File: config.mk
export PLATFORM = sky130hd
export DESIGN_NAME = axi_id_xbar
export DESIGN_NICKNAME = d
export VERILOG_FILES = /design/src/source/axi_xbar_pkg.sv /design/src/source/axi_id_xbar.sv /design/src/source/axi_read_addr_router.sv /design/src/source/axi_read_resp_router.sv /design/src/source/axi_write_req_router.sv /design/src/source/axi_write_resp_router.sv
export SDC_FILE = /design/constraint.sdc
export NUM_CORES = 1
export LEC_CHECK = 0
export BUFFER_PORTS_ARGS = -buffer_cell sky130_fd_sc_hd__buf_2
export CAP_MARGIN = 20
export CORE_AREA = 4 4 336 338
export DETAILED_ROUTE_END_ITERATION = 16
export DIE_AREA = 0 0 340 342
export GPL_TIMING_DRIVEN = 1
export MAX_ROUTING_LAYER = met4
export PLACE_DENSITY = 0.3
export SYNTH_ARGS = -nofsm -noshare
export SYNTH_HDL_FRONTEND = slang
export SYNTH_SLANG_ARGS = --single-unit
File: constraint.sdc
create_clock -name vclk -period 1.5
set_input_delay 0.075 -clock vclk [all_inputs]
set_output_delay 0.075 -clock vclk [all_outputs]
set_load 0.02 [all_outputs]
File: src/source/axi_xbar_pkg.sv
package axi_xbar_pkg;

    //**************************************************
    // bus widths
    //**************************************************
    localparam int ADDR_WIDTH = 32;
    localparam int DATA_WIDTH = 32;
    localparam int STRB_WIDTH = 4;
    localparam int ID_WIDTH   = 6;
    localparam int NUM_SLAVES = 3;

    typedef logic [ADDR_WIDTH-1:0] addr_t;
    typedef logic [DATA_WIDTH-1:0] data_t;
    typedef logic [STRB_WIDTH-1:0] strb_t;
    typedef logic [ID_WIDTH-1:0]   id_t;
    typedef logic [3:0]            len_t;
    typedef logic [2:0]            size_t;
    typedef logic [1:0]            burst_t;
    typedef logic [1:0]            resp_t;
    typedef logic [2:0]            route_t;

    // thermometer route codes, low field picks a slave, high field a master
    localparam route_t ROUTE_0 = 3'b001;
    localparam route_t ROUTE_1 = 3'b011;
    localparam route_t ROUTE_2 = 3'b111;

    //**************************************************
    // channel payloads
    //**************************************************
    // shared by AR and AW
    typedef struct packed {
        addr_t  addr;
        len_t   len;
        size_t  size;
        burst_t burst;
        id_t    id;
    } addr_req_t;

    typedef struct packed {
        data_t data;
        strb_t strb;
        logic  last;
        id_t   id;
    } w_beat_t;

    typedef struct packed {
        data_t data;
        resp_t resp;
        logic  last;
        id_t   id;
    } r_beat_t;

    typedef struct packed {
        resp_t resp;
        id_t   id;
    } b_beat_t;

    function automatic route_t slave_route(id_t id);
        return id[$bits(route_t)-1:0];
    endfunction

    function automatic route_t master_route(id_t id);
        return id[ID_WIDTH-1 -: $bits(route_t)];
    endfunction

    // one-hot select, unknown codes select nobody
    function automatic logic [NUM_SLAVES-1:0] route_sel(route_t code);
        logic [NUM_SLAVES-1:0] sel;
        case (code)
            ROUTE_0: sel = 3'b001;
            ROUTE_1: sel = 3'b010;
            ROUTE_2: sel = 3'b100;
            default: sel = '0;
        endcase
        return sel;
    endfunction

endpackage

File: src/source/axi_id_xbar.sv
`timescale 1ns/1ps

module axi_id_xbar import axi_xbar_pkg::*; (
    // clock and reset reach only the bound checks
    input  logic                   aclk,
    input  logic                   reset,

    // master 0, read only
    input  addr_req_t              m0_ar,
    input  logic                   m0_arvalid,
    output logic                   m0_arready,
    output r_beat_t                m0_r,
    output logic                   m0_rvalid,
    input  logic                   m0_rready,

    // master 1
    input  addr_req_t              m1_aw,
    input  logic                   m1_awvalid,
    output logic                   m1_awready,
    input  w_beat_t                m1_w,
    input  logic                   m1_wvalid,
    output logic                   m1_wready,
    output b_beat_t                m1_b,
    output logic                   m1_bvalid,
    input  logic                   m1_bready,
    input  addr_req_t              m1_ar,
    input  logic                   m1_arvalid,
    output logic                   m1_arready,
    output r_beat_t                m1_r,
    output logic                   m1_rvalid,
    input  logic                   m1_rready,

    // slaves
    output addr_req_t              s_aw [NUM_SLAVES],
    output logic [NUM_SLAVES-1:0]  s_awvalid,
    input  logic [NUM_SLAVES-1:0]  s_awready,
    output w_beat_t                s_w [NUM_SLAVES],
    output logic [NUM_SLAVES-1:0]  s_wvalid,
    input  logic [NUM_SLAVES-1:0]  s_wready,
    input  b_beat_t                s_b [NUM_SLAVES],
    input  logic [NUM_SLAVES-1:0]  s_bvalid,
    output logic [NUM_SLAVES-1:0]  s_bready,
    output addr_req_t              s_ar [NUM_SLAVES],
    output logic [NUM_SLAVES-1:0]  s_arvalid,
    input  logic [NUM_SLAVES-1:0]  s_arready,
    input  r_beat_t                s_r [NUM_SLAVES],
    input  logic [NUM_SLAVES-1:0]  s_rvalid,
    output logic [NUM_SLAVES-1:0]  s_rready
);

    //**************************************************
    // read path
    //**************************************************
    axi_read_addr_router u_read_addr_router (
        .m0_ar      (m0_ar),
        .m0_arvalid (m0_arvalid),
        .m0_arready (m0_arready),
        .m1_ar      (m1_ar),
        .m1_arvalid (m1_arvalid),
        .m1_arready (m1_arready),
        .s_ar       (s_ar),
        .s_arvalid  (s_arvalid),
        .s_arready  (s_arready)
    );

    axi_read_resp_router u_read_resp_router (
        .s_r       (s_r),
        .s_rvalid  (s_rvalid),
        .s_rready  (s_rready),
        .m0_r      (m0_r),
        .m0_rvalid (m0_rvalid),
        .m0_rready (m0_rready),
        .m1_r      (m1_r),
        .m1_rvalid (m1_rvalid),
        .m1_rready (m1_rready)
    );

    //**************************************************
    // write path, master 1 only
    //**************************************************
    axi_write_req_router u_write_req_router (
        .m1_aw      (m1_aw),
        .m1_awvalid (m1_awvalid),
        .m1_awready (m1_awready),
        .m1_w       (m1_w),
        .m1_wvalid  (m1_wvalid),
        .m1_wready  (m1_wready),
        .s_aw       (s_aw),
        .s_awvalid  (s_awvalid),
        .s_awready  (s_awready),
        .s_w        (s_w),
        .s_wvalid   (s_wvalid),
        .s_wready   (s_wready)
    );

    axi_write_resp_router u_write_resp_router (
        .s_b       (s_b),
        .s_bvalid  (s_bvalid),
        .s_bready  (s_bready),
        .m1_b      (m1_b),
        .m1_bvalid (m1_bvalid),
        .m1_bready (m1_bready)
    );

endmodule

File: src/source/axi_read_addr_router.sv
`timescale 1ns/1ps

module axi_read_addr_router import axi_xbar_pkg::*; (
    input  addr_req_t              m0_ar,
    input  logic                   m0_arvalid,
    output logic                   m0_arready,
    input  addr_req_t              m1_ar,
    input  logic                   m1_arvalid,
    output logic                   m1_arready,
    output addr_req_t              s_ar [NUM_SLAVES],
    output logic [NUM_SLAVES-1:0]  s_arvalid,
    input  logic [NUM_SLAVES-1:0]  s_arready
);

    // idle master holds its ARID at zero, so the OR names the requester
    id_t                   arid_or;
    logic [NUM_SLAVES-1:0] master_sel;
    logic [NUM_SLAVES-1:0] slave_sel;
    addr_req_t             ar_merged;
    logic                  arvalid_merged;
    logic                  arready_sel;

    assign arid_or    = m0_ar.id | m1_ar.id;
    assign master_sel = route_sel(master_route(arid_or));
    assign slave_sel  = route_sel(slave_route(arid_or));

    //**************************************************
    // master merge
    //**************************************************
    always_comb begin
        ar_merged      = '0;
        arvalid_merged = 1'b0;
        if (master_sel[0]) begin
            ar_merged      = m0_ar;
            arvalid_merged = m0_arvalid;
        end else if (master_sel[1]) begin
            ar_merged      = m1_ar;
            arvalid_merged = m1_arvalid;
        end
    end

    //**************************************************
    // slave steering
    //**************************************************
    always_comb begin
        for (int i = 0; i < NUM_SLAVES; i++) begin
            s_ar[i]      = slave_sel[i] ? ar_merged : '0;
            s_arvalid[i] = slave_sel[i] & arvalid_merged;
        end
    end

    // ready only from the addressed slave
    assign arready_sel = |(slave_sel & s_arready);

    assign m0_arready = master_sel[0] & arready_sel;
    assign m1_arready = master_sel[1] & arready_sel;

endmodule

File: src/source/axi_read_resp_router.sv
`timescale 1ns/1ps

module axi_read_resp_router import axi_xbar_pkg::*; (
    input  r_beat_t                s_r [NUM_SLAVES],
    input  logic [NUM_SLAVES-1:0]  s_rvalid,
    output logic [NUM_SLAVES-1:0]  s_rready,
    output r_beat_t                m0_r,
    output logic                   m0_rvalid,
    input  logic                   m0_rready,
    output r_beat_t                m1_r,
    output logic                   m1_rvalid,
    input  logic                   m1_rready
);

    id_t                   rid_or;
    logic [NUM_SLAVES-1:0] slave_sel;
    logic [NUM_SLAVES-1:0] master_sel;
    r_beat_t               r_merged;
    logic                  rvalid_merged;
    logic                  rready_sel;

    // silent slaves drive zero RIDs
    always_comb begin
        rid_or = '0;
        for (int i = 0; i < NUM_SLAVES; i++) begin
            rid_or = rid_or | s_r[i].id;
        end
    end

    assign slave_sel  = route_sel(slave_route(rid_or));
    assign master_sel = route_sel(master_route(rid_or));

    //**************************************************
    // slave merge
    //**************************************************
    always_comb begin
        r_merged = '0;
        for (int i = 0; i < NUM_SLAVES; i++) begin
            if (slave_sel[i]) begin
                r_merged = s_r[i];
            end
        end
    end

    assign rvalid_merged = |(slave_sel & s_rvalid);

    //**************************************************
    // master delivery
    //**************************************************
    assign m0_r      = master_sel[0] ? r_merged : '0;
    assign m0_rvalid = master_sel[0] & rvalid_merged;
    assign m1_r      = master_sel[1] ? r_merged : '0;
    assign m1_rvalid = master_sel[1] & rvalid_merged;

    // third master code has no port and never gives ready
    assign rready_sel = (master_sel[0] & m0_rready) | (master_sel[1] & m1_rready);

    assign s_rready = slave_sel & {NUM_SLAVES{rready_sel}};

endmodule

File: src/source/axi_write_req_router.sv
`timescale 1ns/1ps

module axi_write_req_router import axi_xbar_pkg::*; (
    input  addr_req_t              m1_aw,
    input  logic                   m1_awvalid,
    output logic                   m1_awready,
    input  w_beat_t                m1_w,
    input  logic                   m1_wvalid,
    output logic                   m1_wready,
    output addr_req_t              s_aw [NUM_SLAVES],
    output logic [NUM_SLAVES-1:0]  s_awvalid,
    input  logic [NUM_SLAVES-1:0]  s_awready,
    output w_beat_t                s_w [NUM_SLAVES],
    output logic [NUM_SLAVES-1:0]  s_wvalid,
    input  logic [NUM_SLAVES-1:0]  s_wready
);

    // only master 1 writes, so only its code opens either channel
    logic                  aw_from_m1;
    logic                  w_from_m1;
    logic [NUM_SLAVES-1:0] aw_slave_sel;
    logic [NUM_SLAVES-1:0] w_slave_sel;
    logic [NUM_SLAVES-1:0] aw_route;
    logic [NUM_SLAVES-1:0] w_route;

    assign aw_from_m1   = (master_route(m1_aw.id) == ROUTE_1);
    assign w_from_m1    = (master_route(m1_w.id) == ROUTE_1);
    assign aw_slave_sel = route_sel(slave_route(m1_aw.id));
    assign w_slave_sel  = route_sel(slave_route(m1_w.id));

    // per-slave enables with the master check folded in
    assign aw_route = aw_slave_sel & {NUM_SLAVES{aw_from_m1}};
    assign w_route  = w_slave_sel & {NUM_SLAVES{w_from_m1}};

    //**************************************************
    // write address channel
    //**************************************************
    always_comb begin
        for (int i = 0; i < NUM_SLAVES; i++) begin
            s_aw[i]      = aw_route[i] ? m1_aw : '0;
            s_awvalid[i] = aw_route[i] & m1_awvalid;
        end
    end

    // SIZE goes through with the rest of the struct
    assign m1_awready = |(aw_route & s_awready);

    //**************************************************
    // write data channel
    //**************************************************
    // steered by WID alone, independent of the address channel
    always_comb begin
        for (int i = 0; i < NUM_SLAVES; i++) begin
            s_w[i]      = w_route[i] ? m1_w : '0;
            s_wvalid[i] = w_route[i] & m1_wvalid;
        end
    end

    assign m1_wready = |(w_route & s_wready);

endmodule

File: src/source/axi_write_resp_router.sv
`timescale 1ns/1ps

module axi_write_resp_router import axi_xbar_pkg::*; (
    input  b_beat_t                s_b [NUM_SLAVES],
    input  logic [NUM_SLAVES-1:0]  s_bvalid,
    output logic [NUM_SLAVES-1:0]  s_bready,
    output b_beat_t                m1_b,
    output logic                   m1_bvalid,
    input  logic                   m1_bready
);

    id_t                   bid_or;
    logic [NUM_SLAVES-1:0] slave_sel;
    logic                  to_m1;
    b_beat_t               b_merged;

    always_comb begin
        bid_or = '0;
        for (int i = 0; i < NUM_SLAVES; i++) begin
            bid_or = bid_or | s_b[i].id;
        end
    end

    assign slave_sel = route_sel(slave_route(bid_or));
    assign to_m1     = (master_route(bid_or) == ROUTE_1);

    always_comb begin
        b_merged = '0;
        for (int i = 0; i < NUM_SLAVES; i++) begin
            if (slave_sel[i]) begin
                b_merged = s_b[i];
            end
        end
    end

    // any other master code drops the response
    assign m1_b      = to_m1 ? b_merged : '0;
    assign m1_bvalid = to_m1 & |(slave_sel & s_bvalid);

    assign s_bready = slave_sel & {NUM_SLAVES{to_m1 & m1_bready}};

endmodule

=== After elaboration in Yosys (flattened, before gate mapping) ===
Cells that the tools add are included.

* Register bits: 0
* Input bits: 355
* Output and inout port bits: 523
* Logic and storage cells: 90

* Equality and inequality tests: 24
* Muxes and demuxes: 29
* Bitwise logic cells: 32
* Reductions and logical operators: 5

{| class="wikitable"
|+ Operator list
! cell !! number
|-
| 47-bit two-way mux || 8
|-
| 41-bit two-way mux || 5
|-
| 43-bit two-way mux || 3
|-
| 3-bit case mux with 3 select lines || 5
|-
| 8-bit two-way mux || 4
|-
| 3-bit by 2-bit == test with 1-bit output (second input constant) || 10
|-
| 6-bit OR || 5
|-
| 3-bit bitwise AND || 9
|-
| 3-bit by 1-bit == test with 1-bit output (second input constant) || 7
|-
| 3-bit == test (second input constant) || 7
|-
| 1-bit bitwise AND || 17
|-
| 3-bit OR reduction || 5
|-
| 2-bit case mux with 3 select lines || 2
|-
| 1-bit two-way mux || 2
|-
| 1-bit OR || 1
|}

=== Depth between registers and ports, before layout ===
* Depth in word-level cells: 8
* Gate-level depth with buffers: 6
* Depth with buffers taken out: 3

=== Hierarchy ===
A second synthesis with hierarchy kept.

* Cell total of the unflattened synthesis: 958
* Area total of the unflattened synthesis: 6082.1 um^2

{| class="wikitable"
|+ By module, submodules not included
! module !! instances !! cells each !! area each (um^2)
|-
| axi_write_req_router || 1 || 321 || 2077.0
|-
| axi_read_resp_router || 1 || 288 || 1948.1
|-
| axi_read_addr_router || 1 || 299 || 1686.6
|-
| axi_write_resp_router || 1 || 50 || 370.4
|}

=== Least setup slack after synthesis ===
Ideal clock, no wire load.

* Kind: input to output
* Start: in s_b[17] (netlist name)
* End: out s_bready[0]
* Data arrival time: 1476 ps
* Setup slack: -51 ps
* Cell stages on the path: 4
* Cells stage by stage: buf_2 -> or3_1 -> clkbuf_1 -> nor4_1

* Cells in the longest elaborated chain, start to end: 5

{| class="wikitable"
|+ RTL lines
! element !! RTL line !! source
|-
| from (decl) || axi_id_xbar.sv:40 || <nowiki>input b_beat_t s_b [NUM_SLAVES],</nowiki>
|-
| 6-bit OR (*) (2 in a row) || axi_write_resp_router.sv:20 || <nowiki>bid_or = bid_or | s_b[i].id;</nowiki>
|-
| 3-bit == test, or another cell as far along || axi_xbar_pkg.sv:69 || <nowiki>case (code)</nowiki>
|-
| 3-bit case mux with 3 select lines (*) || axi_xbar_pkg.sv:69 ||
|-
| 3-bit bitwise AND (*) || axi_write_resp_router.sv:40 || <nowiki>assign s_bready = slave_sel & {NUM_SLAVES{to_m1 & m1_bready}};</nowiki>
|-
| to (decl) || axi_id_xbar.sv:42 || <nowiki>output logic [NUM_SLAVES-1:0] s_bready,</nowiki>
|}

Every way passes the cells marked *; elsewhere a longest branch is shown, timed or not.

==> flow_summary.yaml <==
timing:
  rsz0062_at_grt: "true"
  post-route-period-util: 0.9864
  finalMaxSlewViolations: 0
  hold_violations: 0
  setup_violations: 0
  layout_min_cycle_time_ps: 1480
  fmax_ghz: 0.6759
global_route:
  grt_pass1_vias: 10850
  grt_max_degree: 45
  antenna_found_initial: 12
  grt_first_pass_wirelength_mm: 77.25
  grtUsageTotal: 0.08920
  overflow: 0
route:
  drc_errors: 0
  met1_length_mm: 23.62
  vias: 11120
  vias_per_cell: 3.272
  wl_per_cell_um: 16.88
  drtIter0Drc: 407
  ant_nets: 0
  topRoutingLayerUsed: "met4"
  routed_wl_mm: 57.39
  wl_met3_mm: 3.760
  first_pass_iters: 4
  wl_met2_mm: 29.36
min_path:
  min_from: "s_awready[0]"
  worstHoldEndpoint: "m1_awready"
  hold_depth: 3
  hold_class: "in2out"
die:
  core_um2: 110100
  die_w_um: 340
  num_rows: 122
  start_util: 0.05227
  dieArea_um2: 116300
  ios: 878
  die-height_um: 342
final_layout:
  layout.cells.non_filler: 3399
  num-nets-final: 2260
  seq_cells: 0
  syn_to_final_growth_pct: 139.8
  fillers: 13000
  multi_input_area_um2: 5459
  drive_above_1_share: 0.5927
  layout.area.seq_um2: 0
  clockBufferCount: 0
yosys:
  synth_cell_types: 38
  yosys_warnings: 0
  synth_area_um2: 5753
  syn_avg_cell_area_um2: 5.847
  seq_area_frac_synth: 0
  syn-instance-count: 984
power:
  leakage_nw: 6.902
  p_per_area_nw_per_um2: 172.7
  vdd_ir_drop_max_uv: 72.58
  power_mw: 2.383
place:
  dpl.cell_count: 3362
  dpl.hpwl_mm: 49.08
  gp_congestion: 0.8434
  portBuffers: 854
flow_run:
  maxCapViolCount: 0
worst_setup_path:
  critPathArrivalTime_ps: 1400
  crit_fanout: 5
  startpoint: "s_r[43]"
  cp.required_ps: 1420
  start_kind: "input pin"
  critPathKind: "in2out"
  endpoint_kind: "output pin"
outcome:
  status: "complete, no violations"
==> worst max-delay path, stage by stage <==
cell and delay (ps):
buf_2 130, or3_1 430, a311o_1 410, a21oi_4 180, buf_4 170
==> stage by stage <==
stage | utilization | TNS [ps] | setup WS, ps | cell area [um^2] | hold slack, ps
after floorplan | - | 0 | 88.61 | 5838 | 233.1
after detailed placement | 0.1173 | -2099 | -239.5 | 12910 | 472.7
after CTS | 0.1195 | -185.0 | -72.18 | 13160 | 475.9
after global routing | 0.1253 | -172.3 | -51.93 | 13790 | 483.8
final | 0.1254 | 0 | 20.46 | 13800 | 477.1
after global placement | 0.1173 | -2292 | -243.3 | 12910 | 472.6
==> cell type report <==
| type | instances | area share |
|---|---|---|
| repair buffers | 1051 | 0.4671 |
| inverters | 3 | 0.0008162 |
| multi-input cells | 849 | 0.3957 |
| well taps | 1488 | 0.1349 |
| diodes | 8 | 0.001451 |
==> cells in the mapped netlist (2+ instances only) <==
master,number,share of area
a21o_1,2,0.0026
a21oi_1,212,0.18
a22oi_1,4,0.0052
a31oi_1,2,0.0022
and2_1,240,0.26
buf_1,14,0.0091
buf_2,43,0.037
buf_4,27,0.035
clkbuf_1,69,0.045
inv_2,2,0.0013
mux2i_1,3,0.0052
nand2_1,4,0.0026
nand3_1,50,0.043
nand4_1,92,0.10
nand4b_1,3,0.0046
nor2_1,16,0.010
nor3_1,29,0.025
nor3_2,4,0.0070
nor3b_1,4,0.0052
nor4_1,8,0.0087
nor4b_1,47,0.072
o21ai_1,40,0.035
o31a_1,42,0.064
or2_1,3,0.0033
or3_1,8,0.0087
or4_1,4,0.0052
==> where the power goes <==
group | switching (mW) | total (mW) | internal (mW) | leakage [nW]
clock network | 0 | 0.000000627 | 0.000000627 | 0.0000507
logic | 1.36 | 2.38 | 1.03 | 6.90
registers | 0 | 0 | 0 | 0
==> cells in the final DEF (no fill, tap or decap), types with 4 or more instances in the layout <==
cell type | synthesis | routed
a21oi_1 | 212 | 179
a21oi_2 | 1 | 30
a21oi_4 | 0 | 4
a22oi_1 | 4 | 4
and2_1 | 240 | 240
buf_12 | 0 | 30
buf_2 | 43 | 808
buf_4 | 27 | 184
buf_6 | 0 | 21
clkbuf_16 | 0 | 5
conb_1 | 1 | 22
diode_2 | 0 | 8
nand3_1 | 50 | 48
nand4_1 | 92 | 92
nor2_1 | 16 | 11
nor3_1 | 29 | 25
nor3_2 | 4 | 5
nor4_1 | 8 | 7
nor4b_1 | 47 | 33
nor4b_2 | 0 | 13
o21ai_1 | 40 | 39
o31a_1 | 42 | 42
or3_1 | 8 | 5
or4_1 | 4 | 4
==> layer usage <==
metal,global-route usage,up-vias
li1,-,5437
met1,0.1090,5189
met2,0.1592,471
met3,0.01630,26
met4,0.006667,0
met5,-,-
==> worst max path at each step <==
stage | endpoint | slack, ps | cells past startpoint
6_report | m1_r[4] | 20 | 5
4_1_cts | s_ar[89] | -70 | 8
2_1_floorplan | m1_b[2] | 90 | 4
5_1_grt | m0_r[0] | -50 | 7
3_5_place_dp | s_ar[89] | -240 | 8
3_3_place_gp | s_ar[89] | -240 | 8
==> what timing repair did <==
action,in CTS,in global routing
hold buffers,0,0
pin swaps,8,32
buffers inserted,3,19
gates cloned,1,6
resized for setup,45,92
endpoints found under the setup margin,39,170
==> kinds of logic after synthesis <==
family	synth area share
simple gates	0.5622
other cells	0.0006518
compound gates	0.3032
buf+inv	0.1288
mux	0.005220
Note: power is estimated with default switching activity, not from simulation.
